<file path="config.mk">
export PLATFORM = sky130hd
export DESIGN_NAME = boot_top
export DESIGN_NICKNAME = d
export VERILOG_FILES = /design/src/common/boot_id_pkg.sv /design/src/common/boot_gpio_pkg.sv /design/src/design/boot_top.sv /design/src/design/boot_sequencer.sv /design/src/design/mem_port.sv /design/src/design/sha_sequencer.sv /design/src/ipid/ipid_collector.sv
export SDC_FILE = /design/constraint.sdc
export NUM_CORES = 2
export LEC_CHECK = 0
export BUFFER_PORTS_ARGS = -buffer_cell sky130_fd_sc_hd__buf_4
export CAP_MARGIN = 20
export CORE_AREA = 2 2 732 734
export CTS_CLUSTER_DIAMETER = 120
export DETAILED_ROUTE_END_ITERATION = 10
export DIE_AREA = 0 0 734 736
export GPL_TIMING_DRIVEN = 0
export PLACE_DENSITY = 0.39
export SYNTH_ARGS = -nofsm -noshare
export SYNTH_HDL_FRONTEND = slang
export SYNTH_SLANG_ARGS = --single-unit
</file>
<file path="constraint.sdc">
create_clock -name clk -period 68.2 [get_ports clk]
set_input_delay 10.23 -clock clk [delete_from_list [all_inputs] [get_ports clk]]
set_output_delay 10.23 -clock clk [all_outputs]
set_load 0.005 [all_outputs]
</file>
<file path="src/common/boot_id_pkg.sv">
// identity widths, IP-ID count, secure memory layout
// and the SHA and memory request structs
package boot_id_pkg;

    localparam int id_width   = 256;
    localparam int ipid_n     = 4;      // hashed two at a time, keep even
    localparam int ipid_words = 16;     // 16-bit words per IP ID

    localparam int mem_aw = 3;
    localparam int mem_dw = 256;

    localparam logic [mem_aw-1:0] chip_id_addr = '0;

    typedef logic [id_width-1:0] id_t;

    typedef struct packed {
        logic [2*id_width-1:0] block;
        logic                  init;    // first block of a message
        logic                  next;    // continuation block
    } sha_req_t;

    typedef struct packed {
        logic              rd_en;
        logic              wr_en;
        logic [mem_aw-1:0] addr;
        logic [mem_dw-1:0] wr_data;
    } mem_req_t;

endpackage

</file>
<file path="src/common/boot_gpio_pkg.sv">
// GPIO register channel definitions: packet layout, read-word views,
// register codes, host commands and IP-ID frame markers
package boot_gpio_pkg;

    localparam int gpio_n = 32;

    // register codes seen by the host
    localparam logic [5:0] gpio_odata = 6'h0;
    localparam logic [5:0] gpio_idata = 6'h5;

    localparam logic [gpio_n-1:0] cmd_bus_wakeup = 32'h0000_0040;

    localparam logic [15:0] ipid_start_word = 16'h7A7A;
    localparam logic [15:0] ipid_stop_word  = 16'hB9B9;

    // host packet, same field order as the full register packet
    typedef struct packed {
        logic [gpio_n-1:0] wr_data;
        logic [5:0]        data_type;
        logic              rw;          // 1 write, 0 read
    } gpio_packet_t;

    localparam int gpio_pw = $bits(gpio_packet_t);

    typedef struct packed {
        logic [23:0] rsvd_hi;
        logic        wake_ack;
        logic [6:0]  rsvd_lo;
    } gpio_status_t;

    typedef struct packed {
        logic [15:0] halfword;
        logic [1:0]  rsvd_hi;
        logic        frame_valid;       // one halfword per cycle while high
        logic [12:0] rsvd_lo;
    } gpio_frame_t;

    // read word, decoded as status or as ID frame depending on phase
    typedef union packed {
        gpio_status_t status;
        gpio_frame_t  frame;
    } gpio_rdata_u;

endpackage
</file>
<file path="src/design/boot_top.sv">
// chip-identity boot controller top: sequencer with IP-ID collector,
// SHA block driver and secure memory port
`timescale 1ns/1ps

module boot_top (
    input  logic                        clk,
    input  logic                        rst,
    input  boot_id_pkg::id_t            cam_puf,
    input  boot_id_pkg::id_t            sha_puf,
    input  boot_gpio_pkg::gpio_rdata_u  gpio_rdata,
    input  boot_id_pkg::id_t            sha_digest,
    input  logic                        sha_ready,
    input  logic                        sha_digest_valid,
    input  boot_id_pkg::id_t            mem_rdata,
    input  logic                        mem_rdata_valid,
    output logic                        gpio_access,
    output boot_gpio_pkg::gpio_packet_t gpio_packet,
    output boot_id_pkg::sha_req_t       sha_req,
    output boot_id_pkg::mem_req_t       mem_req,
    output logic                        boot_done,
    output logic                        chip_authentic
);
    import boot_id_pkg::*;

    logic                      collect_start;
    logic                      collect_done;
    logic [$clog2(ipid_n)-1:0] pair_sel;
    logic [2*id_width-1:0]     ipid_pair;
    logic                      blk_start;
    logic                      blk_first;
    logic [2*id_width-1:0]     blk_data;
    logic                      blk_done;
    id_t                       digest;
    logic                      op_write;
    logic                      op_read;
    logic [mem_aw-1:0]         op_addr;
    id_t                       op_wdata;
    logic                      op_done;
    id_t                       rdata;

    boot_sequencer seq_i (
        .clk, .rst, .cam_puf, .sha_puf,
        .collect_done, .ipid_pair, .blk_done, .digest, .op_done, .rdata,
        .collect_start, .pair_sel, .blk_start, .blk_first, .blk_data,
        .op_write, .op_read, .op_addr, .op_wdata, .boot_done, .chip_authentic
    );

    ipid_collector col_i (
        .clk, .rst, .collect_start, .pair_sel, .gpio_rdata,
        .gpio_access, .gpio_packet, .collect_done, .ipid_pair
    );

    sha_sequencer sha_i (
        .clk, .rst, .blk_start, .blk_first, .blk_data,
        .sha_ready, .sha_digest_valid, .sha_digest,
        .sha_req, .blk_done, .digest
    );

    mem_port mem_i (
        .clk, .rst, .op_write, .op_read, .op_addr, .op_wdata,
        .mem_rdata, .mem_rdata_valid, .mem_req, .op_done, .rdata
    );

endmodule

</file>
<file path="src/design/boot_sequencer.sv">
// boot flow: MCSE ID, IP-ID collection and hash, chip-ID hash,
// store to secure memory, read-back and compare
`timescale 1ns/1ps

module boot_sequencer (
    input  logic                                   clk,
    input  logic                                   rst,
    input  boot_id_pkg::id_t                       cam_puf,
    input  boot_id_pkg::id_t                       sha_puf,
    input  logic                                   collect_done,
    input  logic [2*boot_id_pkg::id_width-1:0]     ipid_pair,
    input  logic                                   blk_done,
    input  boot_id_pkg::id_t                       digest,
    input  logic                                   op_done,
    input  boot_id_pkg::id_t                       rdata,
    output logic                                   collect_start,
    output logic [$clog2(boot_id_pkg::ipid_n)-1:0] pair_sel,
    output logic                                   blk_start,
    output logic                                   blk_first,
    output logic [2*boot_id_pkg::id_width-1:0]     blk_data,
    output logic                                   op_write,
    output logic                                   op_read,
    output logic [boot_id_pkg::mem_aw-1:0]         op_addr,
    output boot_id_pkg::id_t                       op_wdata,
    output logic                                   boot_done,
    output logic                                   chip_authentic
);
    import boot_id_pkg::*;

    localparam int pw = $clog2(ipid_n);

    typedef enum logic [3:0] {
        B_MCSE, B_COLLECT, B_HASH, B_HWAIT, B_CHIP, B_CWAIT, B_WWAIT, B_RWAIT, B_DONE
    } boot_state_t;

    boot_state_t state;
    id_t         mcse_id;
    id_t         chip_id;

    assign op_addr  = chip_id_addr;
    assign op_wdata = chip_id;

    always_ff @(posedge clk or negedge rst) begin
        if (!rst) begin
            state          <= B_MCSE;
            collect_start  <= 1'b0;
            pair_sel       <= '0;
            blk_start      <= 1'b0;
            blk_first      <= 1'b0;
            op_write       <= 1'b0;
            op_read        <= 1'b0;
            boot_done      <= 1'b0;
            chip_authentic <= 1'b0;
        end else begin
            collect_start <= 1'b0;
            blk_start     <= 1'b0;
            op_write      <= 1'b0;
            op_read       <= 1'b0;
            case (state)
                B_MCSE: begin
                    collect_start <= 1'b1;
                    state         <= B_COLLECT;
                end
                B_COLLECT: begin
                    if (collect_done) begin
                        pair_sel <= '0;
                        state    <= B_HASH;
                    end
                end
                B_HASH: begin
                    blk_start <= 1'b1;
                    blk_first <= pair_sel == '0;    // init only on the first pair
                    state     <= B_HWAIT;
                end
                B_HWAIT: begin
                    if (blk_done) begin
                        if (pair_sel == pw'(ipid_n/2 - 1)) begin
                            state <= B_CHIP;
                        end else begin
                            pair_sel <= pair_sel + 1'b1;
                            state    <= B_HASH;
                        end
                    end
                end
                B_CHIP: begin
                    blk_start <= 1'b1;
                    blk_first <= 1'b1;              // new message
                    state     <= B_CWAIT;
                end
                B_CWAIT: begin
                    if (blk_done) begin
                        op_write <= 1'b1;
                        state    <= B_WWAIT;
                    end
                end
                B_WWAIT: begin
                    if (op_done) begin
                        op_read <= 1'b1;
                        state   <= B_RWAIT;
                    end
                end
                B_RWAIT: begin
                    if (op_done) begin
                        chip_authentic <= rdata == chip_id;
                        boot_done      <= 1'b1;
                        state          <= B_DONE;
                    end
                end
                B_DONE: state <= B_DONE;   // held until reset
                default: state <= B_MCSE;
            endcase
        end
    end

    always_ff @(posedge clk) begin
        if (state == B_MCSE)
            mcse_id <= cam_puf ^ sha_puf;
        if (state == B_HASH)
            blk_data <= ipid_pair;
        if (state == B_CHIP)
            blk_data <= {{id_width{1'b0}}, mcse_id ^ digest};
        if (state == B_CWAIT && blk_done)
            chip_id <= digest;
    end

endmodule

</file>
<file path="src/design/mem_port.sv">
// secure memory port: one-cycle write pulse, read request held
// until data returns
`timescale 1ns/1ps

module mem_port (
    input  logic                           clk,
    input  logic                           rst,
    input  logic                           op_write,
    input  logic                           op_read,
    input  logic [boot_id_pkg::mem_aw-1:0] op_addr,
    input  boot_id_pkg::id_t               op_wdata,
    input  boot_id_pkg::id_t               mem_rdata,
    input  logic                           mem_rdata_valid,
    output boot_id_pkg::mem_req_t          mem_req,
    output logic                           op_done,
    output boot_id_pkg::id_t               rdata
);

    typedef enum logic [1:0] {M_IDLE, M_WREL, M_RWAIT} mem_state_t;

    mem_state_t state;

    always_ff @(posedge clk or negedge rst) begin
        if (!rst) begin
            state   <= M_IDLE;
            mem_req <= '0;
            op_done <= 1'b0;
        end else begin
            op_done <= 1'b0;
            case (state)
                M_IDLE: begin
                    if (op_write) begin
                        mem_req.wr_en   <= 1'b1;
                        mem_req.addr    <= op_addr;
                        mem_req.wr_data <= op_wdata;
                        state           <= M_WREL;
                    end else if (op_read) begin
                        mem_req.rd_en <= 1'b1;
                        mem_req.addr  <= op_addr;
                        state         <= M_RWAIT;
                    end
                end
                M_WREL: begin
                    mem_req.wr_en <= 1'b0;
                    op_done       <= 1'b1;
                    state         <= M_IDLE;
                end
                M_RWAIT: begin
                    if (mem_rdata_valid) begin
                        mem_req.rd_en <= 1'b0;
                        op_done       <= 1'b1;
                        state         <= M_IDLE;
                    end
                end
                default: state <= M_IDLE;
            endcase
        end
    end

    always_ff @(posedge clk) begin
        if (state == M_RWAIT && mem_rdata_valid)
            rdata <= mem_rdata;
    end

endmodule

</file>
<file path="src/design/sha_sequencer.sv">
// SHA block driver: one init or next strobe per block, then waits
// for the engine and captures the digest
`timescale 1ns/1ps

module sha_sequencer (
    input  logic                               clk,
    input  logic                               rst,
    input  logic                               blk_start,
    input  logic                               blk_first,
    input  logic [2*boot_id_pkg::id_width-1:0] blk_data,
    input  logic                               sha_ready,
    input  logic                               sha_digest_valid,
    input  boot_id_pkg::id_t                   sha_digest,
    output boot_id_pkg::sha_req_t              sha_req,
    output logic                               blk_done,
    output boot_id_pkg::id_t                   digest
);

    typedef enum logic [1:0] {SH_IDLE, SH_REL, SH_WAIT} sha_state_t;

    sha_state_t state;
    logic       accept;

    // ready is only trusted two cycles past the strobe
    assign accept = state == SH_WAIT && sha_ready && sha_digest_valid;

    always_ff @(posedge clk or negedge rst) begin
        if (!rst) begin
            state    <= SH_IDLE;
            sha_req  <= '0;
            blk_done <= 1'b0;
        end else begin
            blk_done <= 1'b0;
            case (state)
                SH_IDLE: begin
                    if (blk_start) begin
                        sha_req.block <= blk_data;  // held until accept
                        sha_req.init  <= blk_first;
                        sha_req.next  <= !blk_first;
                        state         <= SH_REL;
                    end
                end
                SH_REL: begin
                    sha_req.init <= 1'b0;
                    sha_req.next <= 1'b0;
                    state        <= SH_WAIT;
                end
                SH_WAIT: begin
                    if (accept) begin
                        blk_done <= 1'b1;
                        state    <= SH_IDLE;
                    end
                end
                default: state <= SH_IDLE;
            endcase
        end
    end

    always_ff @(posedge clk) begin
        if (accept)
            digest <= sha_digest;
    end

endmodule

</file>
<file path="src/ipid/ipid_collector.sv">
// IP-ID collection over the GPIO channel: host wake-up, per-ID trigger,
// framed reception and storage, pair read port for hashing
`timescale 1ns/1ps

module ipid_collector (
    input  logic                                   clk,
    input  logic                                   rst,
    input  logic                                   collect_start,
    input  logic [$clog2(boot_id_pkg::ipid_n)-1:0] pair_sel,
    input  boot_gpio_pkg::gpio_rdata_u             gpio_rdata,
    output logic                                   gpio_access,
    output boot_gpio_pkg::gpio_packet_t            gpio_packet,
    output logic                                   collect_done,
    output logic [2*boot_id_pkg::id_width-1:0]     ipid_pair
);
    import boot_gpio_pkg::*;
    import boot_id_pkg::*;

    localparam int iw = $clog2(ipid_n);
    localparam int ww = $clog2(ipid_words);

    localparam gpio_packet_t rd_pkt = '{wr_data: '0, data_type: gpio_idata, rw: 1'b0};

    typedef enum logic [2:0] {
        C_IDLE, C_WAKE, C_ACK, C_TRIG, C_START, C_DATA, C_STOP
    } col_state_t;

    col_state_t        state;
    logic [iw-1:0]     id_idx;
    logic [ww-1:0]     word_idx;
    logic [iw-1:0]     lo_sel;
    logic [gpio_n-1:0] trig_word;
    logic              frame_ok;
    logic              is_stop;
    id_t               ids [ipid_n];

    assign frame_ok = gpio_rdata.frame.frame_valid;
    assign is_stop  = gpio_rdata.frame.halfword == ipid_stop_word;

    // trigger flag plus ID index
    always_comb begin
        trig_word        = '0;
        trig_word[12]    = 1'b1;
        trig_word[11:8]  = 4'(id_idx);
    end

    always_ff @(posedge clk or negedge rst) begin
        if (!rst) begin
            state        <= C_IDLE;
            id_idx       <= '0;
            word_idx     <= '0;
            gpio_access  <= 1'b0;
            gpio_packet  <= '0;
            collect_done <= 1'b0;
        end else begin
            collect_done <= 1'b0;
            case (state)
                C_IDLE: begin
                    if (collect_start) begin
                        gpio_access <= 1'b1;
                        gpio_packet <= '{wr_data: cmd_bus_wakeup, data_type: gpio_odata,
                                         rw: 1'b1};
                        id_idx      <= '0;
                        state       <= C_WAKE;
                    end
                end
                C_WAKE: begin
                    gpio_packet <= rd_pkt;
                    state       <= C_ACK;
                end
                C_ACK: begin
                    if (gpio_rdata.status.wake_ack)
                        state <= C_TRIG;
                end
                C_TRIG: begin
                    gpio_packet <= '{wr_data: trig_word, data_type: gpio_odata, rw: 1'b1};
                    word_idx    <= '0;
                    state       <= C_START;
                end
                C_START: begin
                    gpio_packet <= rd_pkt;
                    if (frame_ok && gpio_rdata.frame.halfword == ipid_start_word)
                        state <= C_DATA;
                end
                C_DATA: begin
                    if (frame_ok) begin
                        if (is_stop) begin
                            state <= C_TRIG;    // short frame, ask again
                        end else begin
                            word_idx <= word_idx + 1'b1;
                            if (word_idx == ww'(ipid_words - 1))
                                state <= C_STOP;
                        end
                    end
                end
                C_STOP: begin
                    if (frame_ok) begin
                        state <= C_TRIG;        // missing stop also retriggers
                        if (is_stop) begin
                            id_idx <= id_idx + 1'b1;
                            if (id_idx == iw'(ipid_n - 1)) begin
                                state        <= C_IDLE;
                                gpio_access  <= 1'b0;
                                collect_done <= 1'b1;
                            end
                        end
                    end
                end
                default: state <= C_IDLE;
            endcase
        end
    end

    // first halfword lands in the low bits; a retry overwrites every word
    always_ff @(posedge clk) begin
        if (state == C_DATA && frame_ok && !is_stop)
            ids[id_idx][word_idx*16 +: 16] <= gpio_rdata.frame.halfword;
    end

    assign lo_sel    = iw'({pair_sel, 1'b0});
    assign ipid_pair = {ids[lo_sel + 1'b1], ids[lo_sel]};

endmodule

</file>
==> flow_summary.ini <==
[cells_and_area]
drive_above_1_share = 0.3687
final_util = 0.3136
area_delta_synth_final_pct = 32.76
ff_latch_area_sq_um = 94530
multi_input_area_sq_um = 29890
nFillCells = 52722
design_area_sq_um = 166800
nets = 11215

[clocking]
numCtsBuffers = 399
clock_latency_ns = 1.05
clock_sinks = 3368
clk_pin_slew_ns = 0.06
cts-root-buf = clkbuf_16
cts_tree = yes
ctsHoldBuffers = 0
cts_buffer_depth = 4
htree_num_levels = 5
cts_setup_buffers = 0
cts_resized = 0

[worst_setup_path]
end_kind = flop
required_ns = 68.98
crit_chain = buf_4 -> nand4b_1 -> nor4_2 -> or3_1 -> buf_2 -> buf_2 -> nor4_2 -> buf_4 -> buf_4 -> buf_4
slowest_delay_ns = 0.66
cp_common_cell = buf_4
crit_fanout = 10
crit_type = in -> reg
start_kind = primary input
cp.arrival_ns = 13.16
cpMaxStageDelayCell = nor4_2

[sta]
max_freq_mhz = 80.73
finClkSkew_ns = 0.09093
fin_ws_ns = 55.81
finalSetupTns_ns = 0
setup_viol = 0
relSlewSlack = 0.09440
hold_violations = 0
tightest_slew_ns = 1.353
rsz0062_at_grt = no
report.final.slew_viol_count = 0
period_share = 0.1816
period_needed_ns = 12.39

[grt]
grt_usage = 0.2613
grt_max_degree = 141
antenna_found_initial = 245
first_global_vias = 78965
grt_pass1_wl_um = 900200
globalRouteOverflowTotal = 0

[synth]
ys_seq_area_frac = 0.7526
synthArstFlopShare = 0.2399
synth_top_area_frac = 0.5508
post-synth-top-count-cell = edfxtp_1
syn_inst = 7497
synth_edf_count = 2304
synth_flop_cell = edfxtp_1
synth_area_leaders = edfxtp_1, dfrtp_1, mux2_2
yosys_warnings = 0
ys_top_cells_by_count = edfxtp_1, dfrtp_1, mux2_2
syn_area_sq_um = 125600
synth_area_per_cell_sq_um = 16.75
synth-seq-cells = 3368
yosys.area.top_type = edfxtp_1
synth_cell_types = 61

[placement]
port_buffers = 1828
place_area_sq_um = 153300
dp_worst_setup_slack_ns = 54.89
place_congestion = 0.9829
place_hpwl_um = 609700

[detailed_routing]
detail-route-antenna-nets = 0
routed-via-count = 80476
drc_errors = 0
routedWlPerCell_um = 41.55
finalWirelength_um = 731200
vias_per_cell = 4.572
drt-pass1-iter-count = 6
drtIter0Drc = 9045

[power]
ir_drop_mv = 0.02243
p_per_area_nw_per_um2 = 28.12
p_leak_nw = 63.88

[floorplanning]
initial_utilization = 0.2362
num_rows = 268
die_w_um = 734
coreArea_sq_um = 531800
ioPinCount = 1878
die-area_sq_um = 540200
die_h_um = 736

[status]
status = complete, no violations

[run]
drv_cap = 0

[hold_path]
worstHoldPathType = reg -> reg
[power by group]
| part | switching, mW | total [mW] | internal, mW | leakage, nW |
|---|---|---|---|---|
| clock | 0.936 | 2.18 | 1.25 | 6.39 |
| combinational | 0.208 | 0.288 | 0.0800 | 23.2 |
| sequential | 0.0109 | 2.22 | 2.21 | 34.3 |
[area by class of cell]
cell class,count,area share
repair buffers,2207,0.1091
well taps,7020,0.05267
plain buffers,390,0.01088
clock buffers,584,0.06718
diodes,90,0.001351
flip-flops and latches,3368,0.5669
multi-input cells,3742,0.1792
inverters,31,0.0006978
clock inverters,169,0.01202
[per-stage QoR]
stage / cells / power [mW] / hold WS (ns)
final: 17601 / 4.689 / 0.4397
after global routing: 17535 / 4.814 / 0.4575
after CTS: 17507 / 4.727 / 0.4400
after global placement: 16379 / 2.533 / 0.4535
after detailed placement: 16754 / 2.541 / 0.4558
after floorplan: 7531 / 2.346 / 0.4476
[worst max-delay path, delay by kind of cell]
family                 cells  cell delay, ns
buffers and inverters      6            1.46
and+or+nand+nor            4            1.45
[logic make-up (layout without fill, tap and decap cells)]
logic type | count (synthesis) | after routing | synth area share
flops | 3368 | 3368 | 0.7526
mux | 1284 | 1284 | 0.1100
simple gates | 1065 | 1065 | 0.03878
xor+xnor | 768 | 768 | 0.05355
compound gates | 575 | 575 | 0.02857
buf+inv | 421 | 3381 | 0.01500
fa+ha+maj | 15 | 15 | 0.001494
other cells | 1 | 125 | 0.00002986
[cells in the final DEF (no fill, tap or decap), types with 26 or more instances in the layout]
master,count
xnor2_1,129
buf_8,43
buf_6,92
conb_1,35
nor4_2,61
nor2_1,405
bufinv_16,26
nand2_1,316
diode_2,90
inv_1,31
and2_1,129
mux2i_1,504
nand4_1,44
clkbuf_1,303
buf_2,127
clkbuf_16,402
nor4_1,31
a211oi_1,257
buf_4,2050
clkbuf_8,47
edfxtp_1,2304
dfxtp_1,256
dfrtp_1,808
o21ai_0,279
clkinv_2,50
buf_16,33
clkinv_1,41
xor2_1,627
clkbuf_2,39
mux2_2,769
[registers in the layout, indices dropped and copies added, names as in the netlist, 2 cells and up]
signal and flops:
mem_i.rdata 256, col_i.word_idx 4, mem_i.state 2, seq_i.state 4
seq_i.op_wdata 256, seq_i.mcse_id 256, sha_i.digest 256, col_i.id_idx 2
col_i.state 3, sha_i.sha_req 514, col_i.ids 1024, seq_i.blk_data 512
sha_i.state 2, mem_i.mem_req 258, seq_i.pair_sel 2, col_i.gpio_packet 6
[per-layer routing]
metal / track usage / wire, um / up-vias
met5: 0 / 365 / -
met4: 0.07890 / 26420 / 56
met3: 0.06228 / 56290 / 895
met2: 0.4212 / 336300 / 4031
met1: 0.3478 / 311900 / 42524
li1: - / - / 32970
[path summary, 6_finish.rpt]
path / end / slack [ns] / cells after the start / start
min in group asynchronous: sha_i.sha_req[132]$_DFFE_PN0P_ / 9.12 / 1 / rst
setup / recovery: col_i.ids[3][172]$_DFFE_PP_ / 55.81 / 10 / gpio_rdata[18]
setup reg to reg: seq_i.blk_data[134]$_DFFE_PP_ / 63.20 / 10 / seq_i.state[0]$_DFFE_PN0P_
hold reg to reg: sha_i.sha_req[161]$_DFFE_PN0P_ / 0.44 / 1 / seq_i.blk_data[159]$_DFFE_PP_
max in group asynchronous: sha_i.sha_req[37]$_DFFE_PN0P_ / 56.79 / 4 / rst
hold / removal: sha_i.sha_req[161]$_DFFE_PN0P_ / 0.44 / 1 / seq_i.blk_data[159]$_DFFE_PP_
Power figures use the tool's default switching activity.
